**config.mk**
```make
export PLATFORM = sky130hd
export DESIGN_NAME = idStage
export DESIGN_NICKNAME = d
export VERILOG_FILES = /design/src/source/idPkg.sv /design/src/source/idStage.sv /design/src/source/idExReg.sv /design/src/source/branchUnit.sv /design/src/source/operandSelect.sv /design/src/source/instDecoder.sv
export VERILOG_INCLUDE_DIRS = /design/src /design/src/source
export SDC_FILE = /design/constraint.sdc
export NUM_CORES = 1
export LEC_CHECK = 0
export BUFFER_PORTS_ARGS = -buffer_cell sky130_fd_sc_hd__buf_2
export CORE_MARGIN = 10
export CORE_UTILIZATION = 31
export CTS_BUF_LIST = sky130_fd_sc_hd__clkbuf_4 sky130_fd_sc_hd__clkbuf_8
export CTS_CLUSTER_SIZE = 10
export DETAILED_ROUTE_END_ITERATION = 8
export PLACE_DENSITY = 0.61
export SLEW_MARGIN = 15
export SYNTH_ARGS = -nofsm -noshare
export SYNTH_HDL_FRONTEND = slang
export SYNTH_HIERARCHICAL = 1
export SYNTH_SLANG_ARGS = --single-unit
```
**constraint.sdc**
```tcl
create_clock -name clk -period 6.5 [get_ports clk]
set_input_delay 0.975 -clock clk [delete_from_list [all_inputs] [get_ports clk]]
set_output_delay 0.975 -clock clk [all_outputs]
set_load 0.005 [all_outputs]
```
**src/source/id_defs.svh**
```systemverilog
`ifndef ID_DEFS_SVH
`define ID_DEFS_SVH

// widths
`define WORD_W      32
`define REG_ADDR_W  5
`define OP_W        6
`define IMM_KIND_W  3

`define LINK_REG    5'd31

// primary opcodes
`define OPC_RTYPE   6'b000000
`define OPC_BLTZ    6'b000001
`define OPC_J       6'b000010
`define OPC_JAL     6'b000011
`define OPC_BEQ     6'b000100
`define OPC_BNE     6'b000101
`define OPC_BGTZ    6'b000111
`define OPC_ADDI    6'b001000
`define OPC_SUBI    6'b001001
`define OPC_ANDI    6'b001100
`define OPC_ORI     6'b001101
`define OPC_XORI    6'b001110
`define OPC_LUI     6'b001111
`define OPC_LW      6'b100011
`define OPC_SW      6'b101011

// R-type function field
`define FN_SLL      6'b000000
`define FN_SRL      6'b000010
`define FN_SRA      6'b000011
`define FN_JR       6'b001000
`define FN_JALR     6'b001001
`define FN_ADD      6'b100000
`define FN_SUB      6'b100010
`define FN_AND      6'b100100
`define FN_OR       6'b100101
`define FN_XOR      6'b100110

// ops handed to EX
`define OP_NOP      6'd0
`define OP_OR       6'd1
`define OP_AND      6'd2
`define OP_XOR      6'd3
`define OP_ADD      6'd4
`define OP_SUB      6'd5
`define OP_LUI      6'd6
`define OP_SLL      6'd7
`define OP_SRL      6'd8
`define OP_SRA      6'd9
`define OP_J        6'd10
`define OP_JR       6'd11
`define OP_JAL      6'd12
`define OP_BEQ      6'd13
`define OP_BNE      6'd14
`define OP_BGTZ     6'd15
`define OP_BLTZ     6'd16
`define OP_LW       6'd17
`define OP_SW       6'd18

`define IMM_NONE    3'd0
`define IMM_ZEXT    3'd1
`define IMM_SEXT    3'd2
`define IMM_UPPER   3'd3
`define IMM_SHAMT   3'd4
`define IMM_LINK    3'd5

`endif
```
**src/source/idPkg.sv**
```systemverilog
`include "id_defs.svh"

package idPkg;

    // register format
    typedef struct packed
    {
        logic [5:0]             opcode;
        logic [`REG_ADDR_W-1:0] rs;
        logic [`REG_ADDR_W-1:0] rt;
        logic [`REG_ADDR_W-1:0] rd;
        logic [`REG_ADDR_W-1:0] shamt;
        logic [5:0]             funct;
    } rFields;

    // immediate format, also loads, stores and branches
    typedef struct packed
    {
        logic [5:0]             opcode;
        logic [`REG_ADDR_W-1:0] rs;
        logic [`REG_ADDR_W-1:0] rt;
        logic [15:0]            imm;
    } iFields;

    typedef struct packed
    {
        logic [5:0]  opcode;
        logic [25:0] target; // word index within the 256MB region
    } jFields;

    // one instruction word, three views
    typedef union packed
    {
        rFields r;
        iFields i;
        jFields j;
    } instWord;

endpackage

```
**src/source/idStage.sv**
```systemverilog
`include "id_defs.svh"

module idStage (
    input  logic                   clk,
    input  logic                   rstN,
    input  logic [`WORD_W-1:0]     inst,
    input  logic [`WORD_W-1:0]     pc,
    input  logic [`WORD_W-1:0]     rfDataA,
    input  logic [`WORD_W-1:0]     rfDataB,
    output logic                   regaRead,
    output logic                   regbRead,
    output logic [`REG_ADDR_W-1:0] regaAddr,
    output logic [`REG_ADDR_W-1:0] regbAddr,
    output logic                   jCe,
    output logic [`WORD_W-1:0]     jAddr,
    output logic [`OP_W-1:0]       exOp,
    output logic [`WORD_W-1:0]     exRegaData,
    output logic [`WORD_W-1:0]     exRegbData,
    output logic                   exRegcWrite,
    output logic [`REG_ADDR_W-1:0] exRegcAddr
);

    import idPkg::*;

    instWord                instU;
    logic [`OP_W-1:0]       op;
    logic                   regcWrite;
    logic                   addrCalc;
    logic [`REG_ADDR_W-1:0] regcAddr;
    logic [`IMM_KIND_W-1:0] immKind;
    logic [`WORD_W-1:0]     linkAddr;
    logic [`WORD_W-1:0]     regaData;
    logic [`WORD_W-1:0]     regbData;

    assign instU = instWord'(inst);

    instDecoder i_instDecoder (
        .rstN      (rstN),
        .inst      (instU),
        .op        (op),
        .regaRead  (regaRead),
        .regbRead  (regbRead),
        .regcWrite (regcWrite),
        .addrCalc  (addrCalc),
        .regaAddr  (regaAddr),
        .regbAddr  (regbAddr),
        .regcAddr  (regcAddr),
        .immKind   (immKind)
    );

    operandSelect i_operandSelect (
        .addrCalc (addrCalc),
        .regaRead (regaRead),
        .regbRead (regbRead),
        .inst     (instU),
        .immKind  (immKind),
        .rfDataA  (rfDataA),
        .rfDataB  (rfDataB),
        .linkAddr (linkAddr),
        .regaData (regaData),
        .regbData (regbData)
    );

    // jumps and branches resolve here, not in EX
    branchUnit i_branchUnit (
        .rstN     (rstN),
        .inst     (instU),
        .pc       (pc),
        .rfDataA  (rfDataA),
        .rfDataB  (rfDataB),
        .linkAddr (linkAddr),
        .jAddr    (jAddr),
        .jCe      (jCe)
    );

    idExReg i_idExReg (
        .clk         (clk),
        .rstN        (rstN),
        .op          (op),
        .regaData    (regaData),
        .regbData    (regbData),
        .regcWrite   (regcWrite),
        .regcAddr    (regcAddr),
        .exOp        (exOp),
        .exRegaData  (exRegaData),
        .exRegbData  (exRegbData),
        .exRegcWrite (exRegcWrite),
        .exRegcAddr  (exRegcAddr)
    );

endmodule

```
**src/source/idExReg.sv**
```systemverilog
`include "id_defs.svh"

module idExReg (
    input  logic                   clk,
    input  logic                   rstN,
    input  logic [`OP_W-1:0]       op,
    input  logic [`WORD_W-1:0]     regaData,
    input  logic [`WORD_W-1:0]     regbData,
    input  logic                   regcWrite,
    input  logic [`REG_ADDR_W-1:0] regcAddr,
    output logic [`OP_W-1:0]       exOp,
    output logic [`WORD_W-1:0]     exRegaData,
    output logic [`WORD_W-1:0]     exRegbData,
    output logic                   exRegcWrite,
    output logic [`REG_ADDR_W-1:0] exRegcAddr
);

    always_ff @(posedge clk)
    begin
        if (!rstN)
        begin
            exOp        <= `OP_NOP;
            exRegaData  <= '0;
            exRegbData  <= '0;
            exRegcWrite <= 1'b0;
            exRegcAddr  <= '0;
        end
        else
        begin
            exOp        <= op;
            exRegaData  <= regaData;
            exRegbData  <= regbData;
            exRegcWrite <= regcWrite;
            exRegcAddr  <= regcAddr;
        end
    end

    // bubble leaves reset
    resetIsBubble: assert property (
        @(posedge clk) !rstN |=> (!exRegcWrite && exOp == `OP_NOP)
    );

    // decoder drops writes to r0 before they reach EX
    noR0Write: assert property (
        @(posedge clk) disable iff (!rstN)
        exRegcWrite |-> (exRegcAddr != '0)
    );

    // a write-back always carries a real op
    wbHasOp: assert property (
        @(posedge clk) disable iff (!rstN)
        exRegcWrite |-> (exOp != `OP_NOP)
    );

endmodule

```
**src/source/branchUnit.sv**
```systemverilog
`include "id_defs.svh"

module branchUnit (
    input  logic               rstN,
    input  idPkg::instWord     inst,
    input  logic [`WORD_W-1:0] pc,
    input  logic [`WORD_W-1:0] rfDataA,
    input  logic [`WORD_W-1:0] rfDataB,
    output logic [`WORD_W-1:0] linkAddr,
    output logic [`WORD_W-1:0] jAddr,
    output logic               jCe
);

    localparam logic [`WORD_W-1:0] InstBytes = 4;

    logic [`WORD_W-1:0] jmpTarget;
    logic [`WORD_W-1:0] brTarget;
    logic               rsPos;

    assign linkAddr  = pc + InstBytes;
    assign jmpTarget = {linkAddr[`WORD_W-1 -: 4], inst.j.target, 2'b00};
    assign brTarget  = linkAddr + {{(`WORD_W-18){inst.i.imm[15]}}, inst.i.imm, 2'b00};
    assign rsPos     = !rfDataA[`WORD_W-1] && (rfDataA != '0); // strictly above zero

    always_comb
    begin
        jCe   = 1'b0;
        jAddr = '0;
        if (rstN)
        begin
            case (inst.r.opcode)
                `OPC_J, `OPC_JAL:
                begin
                    jCe   = 1'b1;
                    jAddr = jmpTarget;
                end
                `OPC_RTYPE:
                    if (inst.r.funct == `FN_JR || inst.r.funct == `FN_JALR)
                    begin
                        jCe   = 1'b1;
                        jAddr = rfDataA;
                    end
                `OPC_BEQ, `OPC_BNE, `OPC_BGTZ, `OPC_BLTZ:
                begin
                    jAddr = brTarget; // target shown even when not taken
                    case (inst.r.opcode)
                        `OPC_BEQ:  jCe = (rfDataA == rfDataB);
                        `OPC_BNE:  jCe = (rfDataA != rfDataB);
                        `OPC_BGTZ: jCe = rsPos;
                        default:   jCe = rfDataA[`WORD_W-1];
                    endcase
                end
                default: ;
            endcase
        end
    end

endmodule

```
**src/source/operandSelect.sv**
```systemverilog
`include "id_defs.svh"

module operandSelect (
    input  logic                   addrCalc,
    input  logic                   regaRead,
    input  logic                   regbRead,
    input  idPkg::instWord         inst,
    input  logic [`IMM_KIND_W-1:0] immKind,
    input  logic [`WORD_W-1:0]     rfDataA,
    input  logic [`WORD_W-1:0]     rfDataB,
    input  logic [`WORD_W-1:0]     linkAddr,
    output logic [`WORD_W-1:0]     regaData,
    output logic [`WORD_W-1:0]     regbData
);

    logic [`WORD_W-1:0] imm;

    always_comb
    begin
        case (immKind)
            `IMM_ZEXT:  imm = {{(`WORD_W-16){1'b0}}, inst.i.imm};
            `IMM_SEXT:  imm = {{(`WORD_W-16){inst.i.imm[15]}}, inst.i.imm};
            `IMM_UPPER: imm = {inst.i.imm, {(`WORD_W-16){1'b0}}};
            `IMM_SHAMT: imm = {{(`WORD_W-`REG_ADDR_W){1'b0}}, inst.r.shamt};
            `IMM_LINK:  imm = linkAddr; // return address for jal / jalr
            default:    imm = '0;
        endcase
    end

    always_comb
    begin
        if (addrCalc)
            regaData = rfDataA + imm; // effective address
        else if (regaRead)
            regaData = rfDataA;
        else
            regaData = imm;
    end

    assign regbData = regbRead ? rfDataB : imm;

endmodule

```
**src/source/instDecoder.sv**
```systemverilog
`include "id_defs.svh"

module instDecoder (
    input  logic                   rstN,
    input  idPkg::instWord         inst,
    output logic [`OP_W-1:0]       op,
    output logic                   regaRead,
    output logic                   regbRead,
    output logic                   regcWrite,
    output logic                   addrCalc,
    output logic [`REG_ADDR_W-1:0] regaAddr,
    output logic [`REG_ADDR_W-1:0] regbAddr,
    output logic [`REG_ADDR_W-1:0] regcAddr,
    output logic [`IMM_KIND_W-1:0] immKind
);

    logic useRs;
    logic useRt;
    logic wrRt;
    logic wrRd;
    logic wrLink;

    always_comb
    begin
        op       = `OP_NOP;
        immKind  = `IMM_NONE;
        addrCalc = 1'b0;
        useRs    = 1'b0;
        useRt    = 1'b0;
        wrRt     = 1'b0;
        wrRd     = 1'b0;
        wrLink   = 1'b0;
        if (rstN)
        begin
            case (inst.r.opcode)
                `OPC_ORI, `OPC_ANDI, `OPC_XORI:
                begin
                    immKind = `IMM_ZEXT;
                    useRs   = 1'b1;
                    wrRt    = 1'b1;
                    case (inst.r.opcode)
                        `OPC_ORI:  op = `OP_OR;
                        `OPC_ANDI: op = `OP_AND;
                        default:   op = `OP_XOR;
                    endcase
                end
                `OPC_ADDI, `OPC_SUBI:
                begin
                    op      = (inst.r.opcode == `OPC_ADDI) ? `OP_ADD : `OP_SUB;
                    immKind = `IMM_SEXT;
                    useRs   = 1'b1;
                    wrRt    = 1'b1;
                end
                `OPC_LUI:
                begin
                    op      = `OP_LUI;
                    immKind = `IMM_UPPER;
                    wrRt    = 1'b1;
                end
                `OPC_RTYPE:
                    case (inst.r.funct)
                        `FN_ADD, `FN_SUB, `FN_AND, `FN_OR, `FN_XOR:
                        begin
                            useRs = 1'b1;
                            useRt = 1'b1;
                            wrRd  = 1'b1;
                            case (inst.r.funct)
                                `FN_ADD: op = `OP_ADD;
                                `FN_SUB: op = `OP_SUB;
                                `FN_AND: op = `OP_AND;
                                `FN_OR:  op = `OP_OR;
                                default: op = `OP_XOR;
                            endcase
                        end
                        `FN_SLL, `FN_SRL, `FN_SRA:
                        begin
                            immKind = `IMM_SHAMT; // shift amount rides on port a
                            useRt   = 1'b1;
                            wrRd    = 1'b1;
                            case (inst.r.funct)
                                `FN_SLL: op = `OP_SLL;
                                `FN_SRL: op = `OP_SRL;
                                default: op = `OP_SRA;
                            endcase
                        end
                        `FN_JR:
                        begin
                            op    = `OP_JR;
                            useRs = 1'b1;
                        end
                        `FN_JALR:
                        begin
                            op      = `OP_JAL;
                            immKind = `IMM_LINK;
                            useRs   = 1'b1;
                            wrRd    = 1'b1;
                        end
                        default: ;
                    endcase
                `OPC_J:
                    op = `OP_J;
                `OPC_JAL:
                begin
                    op      = `OP_JAL;
                    immKind = `IMM_LINK;
                    wrLink  = 1'b1;
                end
                `OPC_BEQ, `OPC_BNE, `OPC_BGTZ, `OPC_BLTZ:
                begin
                    useRs = 1'b1;
                    useRt = 1'b1;
                    case (inst.r.opcode)
                        `OPC_BEQ:  op = `OP_BEQ;
                        `OPC_BNE:  op = `OP_BNE;
                        `OPC_BGTZ: op = `OP_BGTZ;
                        default:   op = `OP_BLTZ;
                    endcase
                end
                `OPC_LW, `OPC_SW:
                begin
                    op       = (inst.r.opcode == `OPC_LW) ? `OP_LW : `OP_SW;
                    immKind  = `IMM_SEXT;
                    addrCalc = 1'b1;
                    useRs    = 1'b1;
                    useRt    = (inst.r.opcode == `OPC_SW); // store data
                    wrRt     = (inst.r.opcode == `OPC_LW);
                end
                default: ;
            endcase
        end
    end

    assign regaRead = useRs;
    assign regbRead = useRt;
    assign regaAddr = useRs ? inst.r.rs : '0;
    assign regbAddr = useRt ? inst.r.rt : '0;

    always_comb
    begin
        if (wrLink)
            regcAddr = `LINK_REG;
        else if (wrRd)
            regcAddr = inst.r.rd;
        else if (wrRt)
            regcAddr = inst.i.rt;
        else
            regcAddr = '0;
    end

    // r0 target is a discarded write
    assign regcWrite = (wrRt || wrRd || wrLink) && (regcAddr != '0);

    // one write target at most, and only for a decoded op
    wbTargetValid: assert final (
        $onehot0({wrRt, wrRd, wrLink}) && (!(wrRt || wrRd || wrLink) || op != `OP_NOP)
    );

endmodule

```
==> summary.md <==
| Metric | Value |
|---|---|
| Synth Area in Adders | `8.93%` |
| Post-Synthesis Cells | `1308` |
| Synthesized net count | `1507` |
| Post-route ant nets | `0` |
| Detail Route met3 WL | `3.77 mm` |
| Peak supply drop | `77.2 uV` |
| # rows | `65` |
| Die Height | `198 um` |
| GRT Residual Overflow | `0` |
| CTS sink cnt | `76` |
| Seq. cell area | `1520 sq um` |
| Worst endpoint required time | `5520 ps` |
| Simple-Gate Fraction of Synth Area | `25.3%` |
| CTS Buffer Depth | `2` |
| Top layer in use | `met5` |
| Post-synth EDFFs | `0` |
| IO Count | `251` |
| Clk root buf | `clkbuf_8` |
| Post-DR wirelength/cell | `23.7 um` |
| DR iter-0 viols | `996` |
| Post-Route WL | `45.4 mm` |
| Post-DP HPWL | `37.5 mm` |
| All-Layer GR Usage | `22.2%` |
| Slew headroom | `22.9%` |
| Fin worst setup slack | `554 ps` |
| Ys flop type | `dfxtp_1` |
| First-pass GRT wire length | `66.5 mm` |
| Worst slack at placement | `232 ps` |
| WHS Path Cells | `3` |
| Die X | `198 um` |
| Initial antenna violation count | `3` |
| CTS tree | `done` |
| Via Count | `11000` |
| PwrDens | `121 nW/um^2` |
| Largest family of logic cells by synthesized area | `compound AO/OA/AOI/OAI gates` |
| Vias in the first global route | `10800` |
| Worst setup EP type | `output pin` |
| Final period utilization | `91.5%` |
| Post-DR vias/cell | `5.73` |
| M1 WL | `19.6 mm` |
| Layout cells sized above 1 | `24.3%` |
| Xor-xnor portion of the synthesized cell area | `9.78%` |
| Drt first pass iters | `7` |
| Warnings, synthesis | `6` |
| Post-synth top area share | `15.5%` |
| Hold Path Origin | `rfDataB[28]` |
| Seq cells post-synth | `76` |
| Sequential share of the synthesized area | `15.5%` |
| Post-CTS Setup Bufs | `0` |
| Largest net degree at the start of global routing | `86` |
| Setup TNS | `0 ps` |
| Dominant cells by area after synthesis | `dfxtp_1, ha_1, a21oi_1` |
| Top cell type by total area after synthesis | `dfxtp_1` |
| Core area | `31400 sq um` |
| Layout area overhead | `18.3%` |
| Area occupied by multi-input gates | `7840 sq um` |
| Yosys cell types | `86` |
| Fillers | `3381` |
| Worst Setup Path Type | `input port to output pin` |
| Hold Vio Cnt, Final | `0` |
| Die area | `39300 sq um` |
| Critical Path AT | `4970 ps` |
| FMAX | `0.168 GHz` |
| CTS buffer count | `9` |
| Final worst path period need | `5950 ps` |
| Mux cell area share after synthesis | `7.99%` |
| Clock-pin slew on the worst setup and hold paths | `90 ps` |
| RSZ-0062 raised after global routing | `false` |
| Worst-margin pin slew | `1160 ps` |
| Final setup viols | `0` |
| H-Tree Depth | `3` |
| Most common cell in the synthesized netlist | `a21oi_1` |
| DRC violations left | `0` |
| Leakage power | `5.23 nW` |
| WL met2 | `20.6 mm` |
| CP Max Fanout | `7` |
| Compound-Gate Fraction of Synth Area | `27.4%` |
| Endpoint, Worst Hold | `i_idExReg/exRegbData[28]` |
| Post-Syn Area | `9840 sq um` |
| Average size of a mapped cell | `7.52 sq um` |
| Critical Path Start Type | `input port` |
| Final count of pins violating max slew | `0` |
| HP Class | `input port to flop` |
| Synth top cells by count | `a21oi_1, and2_1, nand2_1, nor2_1, dfxtp_1` |
| Async S/R FF share, synth | `0%` |
| Initial Util | `31.3%` |
| Final GP Congestion | `0.962` |
| Max Cap Viol | `0` |
| Run status | `finished, final reports clean` |
| Port-buffer cells | `250` |
| Final Net Count | `1710` |
[logic make-up (layout without fill, tap and decap cells)]
group           after synthesis  in the layout
mux                          73             73
fa+ha+maj                    69             69
flops                        76             76
buf+inv                     114            321
xor+xnor                    109            109
other cells                   1              3
compound gates              404            404
simple gates                462            462
[registers in the layout (all words and copies together) (netlist names)]
| name | cells |
|---|---|
| i_idExReg/exRegaData | 32 |
| i_idExReg/exRegbData | 32 |
| i_idExReg/exOp | 6 |
| i_idExReg/exRegcAddr | 5 |
| i_idExReg/exRegcWrite | 1 |
[critical path, stage by stage]
cell and delay (ps):
buf_2 110, ha_1 230, nand4_1 170, nor4_2 440, and2_1 370, and4_1 250
xor2_1 400, ha_1 400, a21o_1 210, a21o_1 200, a2111oi_2 470, o21ai_0 200
a21oi_1 170, o22a_1 150, nand3_1 70, buf_2 140
[routing by layer]
metal | track usage (%) | vias to the layer above
li1 | - | 5206
met4 | 7.74 | 4
met1 | 27.9 | 5232
met2 | 36.1 | 494
met3 | 5.28 | 69
met5 | 0 | -
[layout make-up]
| class | count | area share [%] |
|---|---|---|
| repair buffers | 273 | 12.2 |
| clock inverters | 4 | 0.634 |
| flip-flops and latches | 76 | 13.1 |
| diodes | 2 | 0.0430 |
| inverters | 33 | 1.06 |
| multi-input cells | 1118 | 67.4 |
| well taps | 402 | 4.32 |
| clock buffers | 11 | 1.25 |
[what timing repair did]
action                     4_1_cts  5_1_grt
setup endpoints to repair        0        1
resized for setup                0        2
hold buffers                     0        0
[worst max path at each step]
stage / startpoint / to
after CTS: pc[2] / jAddr[29]
final: pc[2] / jAddr[29]
after global routing: pc[2] / jAddr[29]
after detailed placement: pc[2] / jAddr[29]
after global placement: pc[2] / jAddr[29]
after floorplan: inst[27] / i_idExReg/exRegaData[31]
[per-stage QoR]
stage,instance area (sq um),power (W),hold WS [ps],instances,utilization [%]
3_3_place_gp,11400,0.000983,1340,1902,36.3
3_5_place_dp,11400,0.000983,1350,1902,36.3
5_1_grt,11600,0.00148,961,1918,37.1
4_1_cts,11600,0.00141,935,1917,37.0
2_1_floorplan,9840,0.000782,1210,1308,-
6_report,11600,0.00141,957,1919,37.1
[cell usage in the layout (no fill, tap or decap), drive strengths merged, types with 53 or more instances in the layout]
cell type and count:
nand2 95, dfxtp 76, buf 273, o21ai 68, nor2 86, and2 98
ha 67, xor2 53, xnor2 56, a21oi 123
[power breakdown]
part | internal (W) | switching (W)
registers | 0.000472 | 0.00000190
logic | 0.000185 | 0.000325
clock network | 0.000229 | 0.000193
total | 0.000887 | 0.000520
No activity file was read; power rests on OpenSTA's default activity.
